### config.mk
export PLATFORM = sky130hd
export DESIGN_NAME = rf_fetch_top
export DESIGN_NICKNAME = d
export VERILOG_FILES = /design/src/hw/rv32_rf_pkg.sv /design/src/hw/rf_fetch_ifs.sv /design/src/hw/inst_field_decoder.sv /design/src/hw/rf_read_seq.sv /design/src/hw/rf_1r1w.sv /design/src/hw/operand_out.sv /design/src/hw/rf_fetch_top.sv
export SDC_FILE = /design/constraint.sdc
export NUM_CORES = 2
export LEC_CHECK = 0
export ABC_AREA = 1
export ABC_CLOCK_PERIOD_IN_PS = 4950
export BUFFER_PORTS_ARGS = -buffer_cell sky130_fd_sc_hd__clkbuf_2
export CAP_MARGIN = 10
export CORE_UTILIZATION = 35
export DETAILED_ROUTE_END_ITERATION = 8
export PLACE_DENSITY_LB_ADDON = 0.15
export SYNTH_ARGS = -nofsm -noshare
export SYNTH_HDL_FRONTEND = slang
export SYNTH_SLANG_ARGS = --single-unit
### constraint.sdc
create_clock -name clk -period 4.95 [get_ports clk]
set_input_delay 0 -clock clk [delete_from_list [all_inputs] [get_ports clk]]
set_output_delay 0 -clock clk [all_outputs]
set_load 0.01 [all_outputs]
### src/hw/rv32_rf_pkg.sv
`default_nettype none

package rv32_rf_pkg;

	typedef logic [31:0] word_t;
	typedef logic [4:0]  reg_adr_t;

	localparam reg_adr_t reg_x0 = 5'd0;  // hardwired zero register

	// phases of one operand fetch
	typedef enum logic [1:0] {
		rfr_idle = 2'b00,
		rfr_adr  = 2'b01,  // array address is rs1
		rfr_rs1  = 2'b10,  // rs1 data on the read port, address is rs2
		rfr_rs2  = 2'b11   // rs2 data on the read port
	} rfr_state_t;

	typedef enum logic [3:0] {
		op_lui     = 4'd0,
		op_auipc   = 4'd1,
		op_jal     = 4'd2,
		op_jalr    = 4'd3,
		op_branch  = 4'd4,
		op_load    = 4'd5,
		op_store   = 4'd6,
		op_imm     = 4'd7,
		op_reg     = 4'd8,
		op_fence   = 4'd9,
		op_system  = 4'd10,
		op_illegal = 4'd11
	} opcode_t;

	// RV32I major opcode field inst[6:0]
	localparam logic [6:0] rv_op_lui    = 7'b0110111;
	localparam logic [6:0] rv_op_auipc  = 7'b0010111;
	localparam logic [6:0] rv_op_jal    = 7'b1101111;
	localparam logic [6:0] rv_op_jalr   = 7'b1100111;
	localparam logic [6:0] rv_op_branch = 7'b1100011;
	localparam logic [6:0] rv_op_load   = 7'b0000011;
	localparam logic [6:0] rv_op_store  = 7'b0100011;
	localparam logic [6:0] rv_op_imm    = 7'b0010011;
	localparam logic [6:0] rv_op_reg    = 7'b0110011;
	localparam logic [6:0] rv_op_fence  = 7'b0001111;
	localparam logic [6:0] rv_op_system = 7'b1110011;

endpackage

`default_nettype wire

### src/hw/rf_fetch_ifs.sv
`default_nettype none

interface rf_req_if;
	import rv32_rf_pkg::*;

	reg_adr_t rs1_adr;  // forced to x0 when the format does not read rs1
	reg_adr_t rs2_adr;
	opcode_t  opcode;
	logic     req;  // level fetch request

	modport dec (output rs1_adr, output rs2_adr, output opcode, output req);
	modport seq (input rs1_adr, input rs2_adr, input opcode, input req);
endinterface

interface rf_operand_if;
	import rv32_rf_pkg::*;

	rfr_state_t state;
	word_t      rs1_data;
	word_t      rs2_data;
	reg_adr_t   rs1_adr;
	reg_adr_t   rs2_adr;
	logic       rs1_fwd;  // rs1 is live and may take a forwarded writeback
	logic       rs2_fwd;
	opcode_t    opcode;

	modport seq (output state, output rs1_data, output rs2_data, output rs1_adr,
		output rs2_adr, output rs1_fwd, output rs2_fwd, output opcode);
	modport out (input state, input rs1_data, input rs2_data, input rs1_adr,
		input rs2_adr, input rs1_fwd, input rs2_fwd, input opcode);
endinterface

`default_nettype wire

### src/hw/inst_field_decoder.sv
`default_nettype none

module inst_field_decoder (
	input  logic               clk,
	input  logic               rst_n,
	input  rv32_rf_pkg::word_t inst,
	input  logic               issue,
	input  logic               stall,
	rf_req_if.dec              req
);
	import rv32_rf_pkg::*;

	word_t   inst_q;
	logic    req_q;
	opcode_t op;
	logic    use_rs1;
	logic    use_rs2;

	always_ff @(posedge clk or negedge rst_n) begin
		if (!rst_n) begin
			inst_q <= '0;  // decodes as illegal with both sources at x0
			req_q  <= 1'b0;
		end else begin
			req_q <= issue && !stall;
			if (issue && !stall) begin
				inst_q <= inst;
			end
		end
	end

	always_comb begin
		case (inst_q[6:0])
			rv_op_lui:    op = op_lui;
			rv_op_auipc:  op = op_auipc;
			rv_op_jal:    op = op_jal;
			rv_op_jalr:   op = op_jalr;
			rv_op_branch: op = op_branch;
			rv_op_load:   op = op_load;
			rv_op_store:  op = op_store;
			rv_op_imm:    op = op_imm;
			rv_op_reg:    op = op_reg;
			rv_op_fence:  op = op_fence;
			rv_op_system: op = op_system;
			default:      op = op_illegal;
		endcase
	end

	// which source fields the format really reads
	always_comb begin
		case (op)
			op_jalr, op_load, op_imm, op_system: begin
				use_rs1 = 1'b1;  // I-type reads rs1 only, csr ops included
				use_rs2 = 1'b0;
			end
			op_branch, op_store, op_reg: begin
				use_rs1 = 1'b1;
				use_rs2 = 1'b1;
			end
			default: begin
				use_rs1 = 1'b0;  // U and J types, fence and illegal read nothing
				use_rs2 = 1'b0;
			end
		endcase
	end

	assign req.rs1_adr = use_rs1 ? inst_q[19:15] : reg_x0;
	assign req.rs2_adr = use_rs2 ? inst_q[24:20] : reg_x0;
	assign req.opcode  = op;
	assign req.req     = req_q;

endmodule

`default_nettype wire

### src/hw/rf_read_seq.sv
`default_nettype none

module rf_read_seq (
	input  logic                  clk,
	input  logic                  rst_n,
	input  logic                  stall,
	rf_req_if.seq                 req,
	output rv32_rf_pkg::reg_adr_t ram_adr,
	input  rv32_rf_pkg::word_t    ram_data,
	output logic                  rfr_run,
	rf_operand_if.seq             opnd
);
	import rv32_rf_pkg::*;

	rfr_state_t state;
	rfr_state_t state_nxt;
	logic       start;
	reg_adr_t   rs1_adr_q;
	reg_adr_t   rs2_adr_q;
	opcode_t    opcode_q;
	logic       rs1_live;
	logic       rs2_live;
	word_t      rs1_q;
	word_t      rs2_q;

	always_comb begin
		case (state)
			rfr_idle: state_nxt = (req.req && !stall) ? rfr_adr : rfr_idle;
			rfr_adr:  state_nxt = stall ? rfr_idle : rfr_rs1;  // stall aborts the fetch
			rfr_rs1:  state_nxt = stall ? rfr_idle : rfr_rs2;
			rfr_rs2:  state_nxt = rfr_idle;  // rs2 is on the port so stall no longer matters
			default:  state_nxt = rfr_idle;
		endcase
	end

	always_ff @(posedge clk or negedge rst_n) begin
		if (!rst_n) begin
			state <= rfr_idle;
		end else begin
			state <= state_nxt;
		end
	end

	assign start   = (state == rfr_idle) && (state_nxt == rfr_adr);
	assign rfr_run = (state != rfr_idle);

	// the request fields are held for the whole fetch
	always_ff @(posedge clk or negedge rst_n) begin
		if (!rst_n) begin
			rs1_adr_q <= reg_x0;
			rs2_adr_q <= reg_x0;
			opcode_q  <= op_illegal;
		end else if (start) begin
			rs1_adr_q <= req.rs1_adr;
			rs2_adr_q <= req.rs2_adr;
			opcode_q  <= req.opcode;
		end
	end

	assign ram_adr  = (state == rfr_adr) ? rs1_adr_q : rs2_adr_q;
	assign rs1_live = (rs1_adr_q != reg_x0);
	assign rs2_live = (rs2_adr_q != reg_x0);

	// each operand is taken from the read port one cycle after its address
	always_ff @(posedge clk or negedge rst_n) begin
		if (!rst_n) begin
			rs1_q <= '0;
			rs2_q <= '0;
		end else begin
			if (state == rfr_rs1) begin
				rs1_q <= rs1_live ? ram_data : '0;  // x0 always reads zero
			end
			if (state == rfr_rs2) begin
				rs2_q <= rs2_live ? ram_data : '0;
			end
		end
	end

	assign opnd.state    = state;
	assign opnd.rs1_data = rs1_q;
	assign opnd.rs2_data = rs2_q;
	assign opnd.rs1_adr  = rs1_adr_q;
	assign opnd.rs2_adr  = rs2_adr_q;
	assign opnd.rs1_fwd  = rs1_live;
	assign opnd.rs2_fwd  = rs2_live;
	assign opnd.opcode   = opcode_q;

endmodule

`default_nettype wire

### src/hw/rf_1r1w.sv
`default_nettype none

module rf_1r1w (
	input  logic                  clk,
	input  rv32_rf_pkg::reg_adr_t radr,
	output rv32_rf_pkg::word_t    rdata,
	input  rv32_rf_pkg::reg_adr_t wadr,
	input  rv32_rf_pkg::word_t    wdata,
	input  logic                  wen
);
	import rv32_rf_pkg::*;

	word_t mem [32];

	always_ff @(posedge clk) begin
		if (wen) begin
			mem[wadr] <= wdata;
		end
	end

	// read sees the old entry when the same address is written on this edge
	always_ff @(posedge clk) begin
		rdata <= mem[radr];
	end

endmodule

`default_nettype wire

### src/hw/operand_out.sv
`default_nettype none

module operand_out (
	input  logic                  clk,
	input  logic                  rst_n,
	rf_operand_if.out             opnd,
	input  logic                  wb_en,
	input  rv32_rf_pkg::reg_adr_t wb_adr,
	input  rv32_rf_pkg::word_t    wb_data,
	output rv32_rf_pkg::word_t    rs1_data,
	output rv32_rf_pkg::word_t    rs2_data,
	output rv32_rf_pkg::opcode_t  opcode,
	output logic                  operand_valid
);
	import rv32_rf_pkg::*;

	logic  busy;
	logic  rs1_hit;
	logic  rs2_hit;
	logic  rs1_pend;
	logic  rs2_pend;
	word_t rs1_fwd_val;
	word_t rs2_fwd_val;
	logic  done_q;

	// writebacks the array read may have missed are tracked while a fetch runs
	assign busy    = (opnd.state != rfr_idle);
	assign rs1_hit = wb_en && opnd.rs1_fwd && (wb_adr == opnd.rs1_adr);
	assign rs2_hit = wb_en && opnd.rs2_fwd && (wb_adr == opnd.rs2_adr);

	always_ff @(posedge clk or negedge rst_n) begin
		if (!rst_n) begin
			rs1_pend <= 1'b0;
			rs2_pend <= 1'b0;
		end else if (!busy) begin
			rs1_pend <= 1'b0;  // an aborted fetch leaves nothing behind
			rs2_pend <= 1'b0;
		end else begin
			if (rs1_hit) begin
				rs1_pend <= 1'b1;
			end
			if (rs2_hit) begin
				rs2_pend <= 1'b1;
			end
		end
	end

	// the last matching write wins
	always_ff @(posedge clk) begin
		if (busy && rs1_hit) begin
			rs1_fwd_val <= wb_data;
		end
		if (busy && rs2_hit) begin
			rs2_fwd_val <= wb_data;
		end
	end

	// rs2 is captured on the edge that leaves rfr_rs2 so results follow one cycle later
	always_ff @(posedge clk or negedge rst_n) begin
		if (!rst_n) begin
			done_q <= 1'b0;
		end else begin
			done_q <= (opnd.state == rfr_rs2);
		end
	end

	always_ff @(posedge clk or negedge rst_n) begin
		if (!rst_n) begin
			rs1_data      <= '0;
			rs2_data      <= '0;
			opcode        <= op_lui;  // encodes as zero
			operand_valid <= 1'b0;
		end else begin
			operand_valid <= done_q;  // one-cycle pulse
			if (done_q) begin
				rs1_data <= rs1_pend ? rs1_fwd_val : opnd.rs1_data;
				rs2_data <= rs2_pend ? rs2_fwd_val : opnd.rs2_data;
				opcode   <= opnd.opcode;
			end
		end
	end

endmodule

`default_nettype wire

### src/hw/rf_fetch_top.sv
`default_nettype none

module rf_fetch_top (
	input  logic                  clk,
	input  logic                  rst_n,
	input  rv32_rf_pkg::word_t    inst,
	input  logic                  issue,
	input  logic                  stall,
	input  logic                  wb_en,
	input  rv32_rf_pkg::reg_adr_t wb_adr,
	input  rv32_rf_pkg::word_t    wb_data,
	output rv32_rf_pkg::word_t    rs1_data,
	output rv32_rf_pkg::word_t    rs2_data,
	output rv32_rf_pkg::opcode_t  opcode,
	output logic                  operand_valid,
	output logic                  rfr_run
);
	import rv32_rf_pkg::*;

	reg_adr_t ram_adr;
	word_t    ram_data;

	rf_req_if     req_if ();
	rf_operand_if opnd_if ();

	inst_field_decoder inst_field_decoder_i (
		.clk   (clk),
		.rst_n (rst_n),
		.inst  (inst),
		.issue (issue),
		.stall (stall),
		.req   (req_if.dec)
	);

	rf_read_seq rf_read_seq_i (
		.clk      (clk),
		.rst_n    (rst_n),
		.stall    (stall),
		.req      (req_if.seq),
		.ram_adr  (ram_adr),
		.ram_data (ram_data),
		.rfr_run  (rfr_run),
		.opnd     (opnd_if.seq)
	);

	// writeback goes straight into the array and also to the forwarding stage
	rf_1r1w rf_1r1w_i (
		.clk   (clk),
		.radr  (ram_adr),
		.rdata (ram_data),
		.wadr  (wb_adr),
		.wdata (wb_data),
		.wen   (wb_en)
	);

	operand_out operand_out_i (
		.clk           (clk),
		.rst_n         (rst_n),
		.opnd          (opnd_if.out),
		.wb_en         (wb_en),
		.wb_adr        (wb_adr),
		.wb_data       (wb_data),
		.rs1_data      (rs1_data),
		.rs2_data      (rs2_data),
		.opcode        (opcode),
		.operand_valid (operand_valid)
	);

endmodule

`default_nettype wire

## After elaboration in Yosys (flattened, before gate mapping)

Memories as Yosys holds them, arrays and structs flattened. A register that Yosys moved wholly into a read port is not among the register bits.
Cells that the tools add are included.

- Equality and inequality tests: 26
- Reductions and logical operators: 16
- Mux-type cells: 20

Operators by type and width:

| cell | count |
|---|---|
| 32-bit two-way mux | 4 |
| 4-bit case mux with 11 select lines | 1 |
| 7-bit == test (second input constant) | 4 |
| 7-bit by 6-bit == test with 1-bit output (second input constant) | 3 |
| 4-bit by 3-bit == test with 1-bit output (second input constant) | 4 |
| 5-bit two-way mux | 3 |
| 7-bit by 5-bit == test with 1-bit output (second input constant) | 2 |
| 5-bit == test | 2 |
| 5-bit nonzero test | 2 |
| 1-bit logical AND | 9 |
| 1-bit two-way mux | 9 |
| 4-bit == test (second input constant) | 2 |
| 2-bit case mux with 4 select lines | 1 |
| 7-bit by 2-bit == test with 1-bit output (second input constant) | 1 |
| 7-bit by 4-bit == test with 1-bit output (second input constant) | 1 |
| 7-bit OR reduction | 1 |
| 2-bit by 1-bit == test with 1-bit output (second input constant) | 2 |
| 2-bit == test (second input constant) | 2 |
| 4-bit by 2-bit == test with 1-bit output (second input constant) | 1 |
| 2-bit two-way mux | 2 |
| 2-bit != test (second input constant) | 2 |
| 3-bit OR reduction | 1 |
| 2-bit logical NOT | 1 |
| 2-bit nonzero test | 1 |
| 1-bit logical NOT | 1 |

- Memory bits (writable): 1024
- Logic and storage cells: 80
- Memories kept: 1
- Flip-flop bits (word level): 242

Memories:

| name | depth | width | read ports | clocked after memory_dff | write ports | RTL line | RTL |
|---|---|---|---|---|---|---|---|
| rf_1r1w_i.mem | 32 | 32 | 1 | 1 | 1 | rf_1r1w.sv:13 | `word_t mem [32];` |

## Depth between registers and ports, before layout

- Depth in word-level cells: 6
- Depth in mapped cells: 14
- Gate-level depth less buffers: 11

## By module

A second synthesis with hierarchy kept.

- Cells, all modules: 4634
- Area, all modules: 52317.7 um2

Modules (own cells, without submodules):

| module | instances | cells each | seq. area each (um2) | area each (um2) |
|---|---|---|---|---|
| rf_1r1w | 1 | 3536 | 31390.1 | 42405.7 |
| operand_out | 1 | 497 | 3723.6 | 5400.2 |
| rf_read_seq | 1 | 466 | 2005.7 | 3508.4 |
| inst_field_decoder | 1 | 135 | 450.4 | 1003.5 |

## Worst setup path after synthesis

OpenSTA, ideal clock, no wires.

- Kind: reg-to-reg
- Start point: register rf_read_seq_i.state[0], in the netlist rf_read_seq_i.opnd.state[0]
- End point: register operand_out_i.rs2_fwd_val[0], enable pin
- Required time: 4.529 ns
- Data arrival time: 2.274 ns
- Stages on the path, launching flop included: 8
- Slack: 2.256 ns
- Path buffers: 1
- Period minus slack after synthesis: 2.694 ns
- Path through: dfrtp_1 > buf_4 > nor2_1 > inv_1 > nand2_1 > nor2_1 > nand2_1 > nor2_1

- Word-level cells in the longest chain between the ends: 2

Ends and longest elaborated chain:

| what | RTL line | RTL |
|---|---|---|
| start, declared | rf_read_seq.sv:15 | `rfr_state_t state;` |
| start signal, assigned | rf_read_seq.sv:38 | `state <= rfr_idle;` |
| start signal, assigned | rf_read_seq.sv:40 | `state <= state_nxt;` |
| 2-bit nonzero test | n/a |  |
| net rfr_run | rf_fetch_top.sv:16 | `output logic rfr_run` |
| 1-bit logical AND | operand_out.sv:53 | `if (busy && rs2_hit) begin` |
| end signal, assigned | operand_out.sv:54 | `rs2_fwd_val <= wb_data;` |
| end, declared | operand_out.sv:23 | `word_t rs2_fwd_val;` |

The timed path passes the listed nets, and every way through them passes these cells.
A chain may end at the register's enable or synchronous reset.

## Worst setup path in the final report

- Start point: register rf_read_seq_i.state[1], in the netlist rf_read_seq_i.opnd.state[1]
- End point: register rf_1r1w_i.rdata[27], read port of rf_1r1w_i.mem

- Word-level cells in the longest chain between the ends: 2

Ends and longest elaborated chain:

| what | RTL line | RTL |
|---|---|---|
| 2-bit by 1-bit == test with 1-bit output | rf_read_seq.sv:60 | `assign ram_adr = (state == rfr_adr) ? rs1_adr_q : rs2_adr_q;` |
| 5-bit two-way mux | rf_read_seq.sv:60 |  |
| end, declared | rf_1r1w.sv:6 | `output rv32_rf_pkg::word_t rdata,` |

Every way passes these cells.

==> out/qor.yml <==
floorplan:
  core-area_mm2: 0.156
  rows: 145
  io_pins: 144
  start_util: 0.353
  die_x_um: 399
  dieArea_mm2: 0.159
  die_h_um: 399
grt:
  track_usage: 0.217
  grt.overflow.total: 0
  grt_pass1_wl_um: 250000
  grt_pass1_vias: 35700
  grt_antenna_before_repair: 18
  grt_max_degree: 129
place:
  gp_congestion: 0.795
  io_buffers: 128
  hpwl_um: 95900
  placed_area_mm2: 0.0583
hold_path:
  hp-class: "input port to register"
  min_to: "rf_1r1w_i.mem[1][16]"
  hold_start: "wb_data[16]"
  min_path_cells: 1
sta:
  rsz0062_at_grt: "false"
  skew_ns: 0.0470
  fmax_mhz: 295
  hold_viol: 0
  fin_crit_sh: 0.684
  finalSetupViolCount: 0
  slew_violations: 0
  tns_ns: 0
  holdWs_ns: 0.0300
  worst_pin_slew_ns: 1.15
  slew_headroom: 0.229
  period_minus_slack_ns: 3.38
cells_and_area:
  multi_input_area_mm2: 0.0125
  area_delta_synth_final_pct: 15.3
  nNetsFinal: 5602
  stdcell_area_mm2: 0.0635
  n_fill_cell: 15000
  seq_area_mm2: 0.0376
  layout-drive-gt1-share: 0.0866
synth:
  synthFlopType: "edfxtp_1"
  yosysTopAreaCell: "edfxtp_1"
  synth_compound_area_frac: 0.0166
  syn_nets: 5467
  synth_edf_count: 1088
  yosys.area_share.simple: 0.203
  synthesis.area_mm2: 0.0551
  ys_seq_area_frac: 0.682
  avgSynthCellArea_um2: 10.2
  yosysMostFrequentCell: "nand2_1"
  muxShareOfSynthArea: 0.000817
  synth-xor-area-share: 0.000953
  yosysWarningCount: 0
  synthArstFlopShare: 0.132
  yosys-top-cells-area: "edfxtp_1 59%, nand3_1 11%, nand2_1 8.7%, dfrtp_1 7.6%, inv_1 7.2%"
  yosysTopAreaCellShare: 0.593
  ys_ff_latch: 1290
  yosys-top-cells-count: "1273 x nand2_1, 1179 x nand3_1, 1088 x edfxtp_1"
  syn_inst: 5393
  yosysUniqueCellTypes: 31
  yosys.area_share.adder: 0
  synth_top_family_by_area: "simple AND/OR/NAND/NOR gates"
worst_setup_path:
  cp.required_ns: 5.59
  reg2reg_slack_ns: 1.57
  reg2reg_depth: 13
  crit_fanout: 49
  max_stage_delay_ns: 0.64
  r2r-end: "rf_1r1w_i.rdata[27]"
  crit_arrival_ns: 4.02
  endpoint_kind: "register"
  crit_family: "simple AND/OR/NAND/NOR gates"
  start_kind: "register"
  crit_slowest_cell: "nand2_4"
  critical_path_class: "register to register"
  path_buf_inv: 3
  r2r_start: "rf_read_seq_i.opnd.state[1]"
  path_cells: "inv_2 > nand2_2 > nand2_8 > nand2_4 > buf_4 > buf_4 > nand2_1 > nand3_1 > nand3_1 > nand3_1 > nand2_1 > nand2_1 > nand2_1"
  crit_path_frequent_cell: "nand2_1"
routing:
  vias_per_cell: 4.89
  drt_first_pass_iters: 8
  ant_nets: 0
  routed_wl_um: 172000
  wl_per_cell_um: 22.4
  drc_errors: 0
  vias: 37700
  initialDrtViolationCount: 3266
pwr:
  pwr-share-seq: 0.493
  p_int_w: 0.0194
  peakVddDrop_mv: 0.350
  p_leak_nw: 26.8
  combPwrFrac: 0.106
  totalPowerFinal_w: 0.0262
  p_per_area_mw_per_mm2: 413
  clockPowerShare: 0.401
  switching_share: 0.260
  switching_power_w: 0.00683
clocking:
  cts_resized: 0
  clk_latency_ns: 0.79
  tritoncts: "built"
  cts_max_path_buffers: 3
  path_clk_slew_ns: 0.06
  root_buffer: "clkbuf_16"
  numCtsBuffers: 145
  htreeDepth: 4
  clock_sinks: 1290
job:
  drv_cap: 0
status:
  status: "finished, final reports clean"
-- worst max path at each step --
stage | start | end | slack, ns | cells after the start
final | rf_read_seq_i.opnd.state[1] | rf_1r1w_i.rdata[27] | 1.57 | 13
after CTS | rf_read_seq_i.opnd.state[1] | rf_1r1w_i.rdata[27] | 1.56 | 13
after global routing | rf_read_seq_i.opnd.state[1] | rf_1r1w_i.rdata[17] | 1.38 | 12
after floorplan | rf_read_seq_i.opnd.state[0] | operand_out_i.rs2_fwd_val[0] | 2.26 | 7
after detailed placement | rf_read_seq_i.opnd.state[1] | rf_1r1w_i.rdata[27] | 1.60 | 13
after global placement | rf_read_seq_i.opnd.state[1] | rf_1r1w_i.rdata[27] | 1.58 | 13
-- sequential cells by signal, indices dropped and copies added, names as in the netlist, 2 cells and up --
signal,flops
rf_1r1w_i.rdata,32
inst_field_decoder_i.inst_q,17
rf_read_seq_i.opnd.state,2
rf_1r1w_i.mem,1024
rf_read_seq_i.opnd.rs2_adr,5
operand_out_i.rs1_fwd_val,32
rf_read_seq_i.opnd.rs2_data,32
operand_out_i.rs2_fwd_val,32
operand_out_i.rs2_data,32
operand_out_i.opcode,4
rf_read_seq_i.opnd.rs1_adr,5
operand_out_i.rs1_data,32
rf_read_seq_i.opnd.opcode,4
rf_read_seq_i.opnd.rs1_data,32
-- layout by cell type, fill, tap and decap left out, types with 2 or more instances in the layout --
cell type / netlist / routed
buf_12: 0 / 19
clkinv_2: 0 / 24
clkinv_1: 1 / 27
nor3_1: 10 / 10
nand2_2: 2 / 2
diode_2: 0 / 5
o22ai_1: 7 / 7
a21oi_1: 5 / 5
dfstp_2: 3 / 3
dfxtp_1: 32 / 32
xnor2_1: 3 / 3
dlygate4sd3_1: 0 / 59
clkbuf_2: 0 / 127
nand2_4: 0 / 2
clkinvlp_4: 0 / 2
nand3_1: 1179 / 1178
buf_4: 27 / 80
nor2_4: 0 / 34
nor2_1: 106 / 71
o21ai_4: 0 / 5
bufinv_16: 0 / 7
clkbuf_8: 0 / 9
xor2_1: 3 / 3
inv_1: 1056 / 1055
inv_6: 0 / 5
edfxtp_1: 1088 / 1088
o21ai_0: 78 / 78
clkbuf_1: 119 / 39
mux2_2: 4 / 4
nand2_1: 1273 / 1270
dfrtp_1: 167 / 166
clkbuf_16: 0 / 149
a31oi_1: 64 / 64
clkinv_8: 0 / 4
-- metal layers --
layer | up-vias | GRT usage | share of wire
met5 | - | 0 | 0.00024
met4 | 6 | 0.0513 | 0.018
met3 | 218 | 0.0283 | 0.052
met2 | 1033 | 0.354 | 0.47
met1 | 18600 | 0.305 | 0.46
li1 | 17900 | - | -
-- cell families (layout without fill, tap and decap cells) --
group | Yosys count | in the layout
xor gates and xnor gates | 6 | 6
other | 0 | 5
AOI/OAI and AO/OA | 162 | 162
muxes | 4 | 4
and+or+nand+nor | 2573 | 2573
DFF | 1290 | 1290
buffers and inverters | 1358 | 1613
-- power groups by stage --
stage | clock network (W) | logic [W] | registers [W]
after detailed placement | 0 | 0.00275 | 0.0132
after global placement | 0 | 0.00274 | 0.0131
after CTS | 0.0107 | 0.00281 | 0.0129
after global routing | 0.0112 | 0.00310 | 0.0130
after floorplan | 0 | 0.00144 | 0.0131
final | 0.0105 | 0.00278 | 0.0129
-- timing repair --
| item | CTS | global route |
|---|---|---|
| hold buffers | 60 | 0 |
| buffers inserted | 0 | 0 |
| setup endpoints to repair | 0 | 0 |
| endpoints found under the hold margin | 254 | 0 |
-- stage by stage --
| stage | util | cells | worst slack (ns) |
|---|---|---|---|
| 2_1_floorplan | - | 5393 | 2.26 |
| 4_1_cts | 0.407 | 7706 | 1.56 |
| 3_3_place_gp | 0.373 | 7379 | 1.58 |
| 5_1_grt | 0.407 | 7706 | 1.38 |
| 3_5_place_dp | 0.373 | 7379 | 1.60 |
| 6_report | 0.407 | 7711 | 1.57 |
-- area by class of cell --
class,count,share of cell area
flip-flops and latches,1290,0.591
multi-input cells,2745,0.197
clock buffers,197,0.0629
inverters,1059,0.0627
well taps,2058,0.0405
repair buffers,287,0.0354
clock inverters,70,0.00953
diodes,5,0.000197
(Power assumes the default switching activity.)
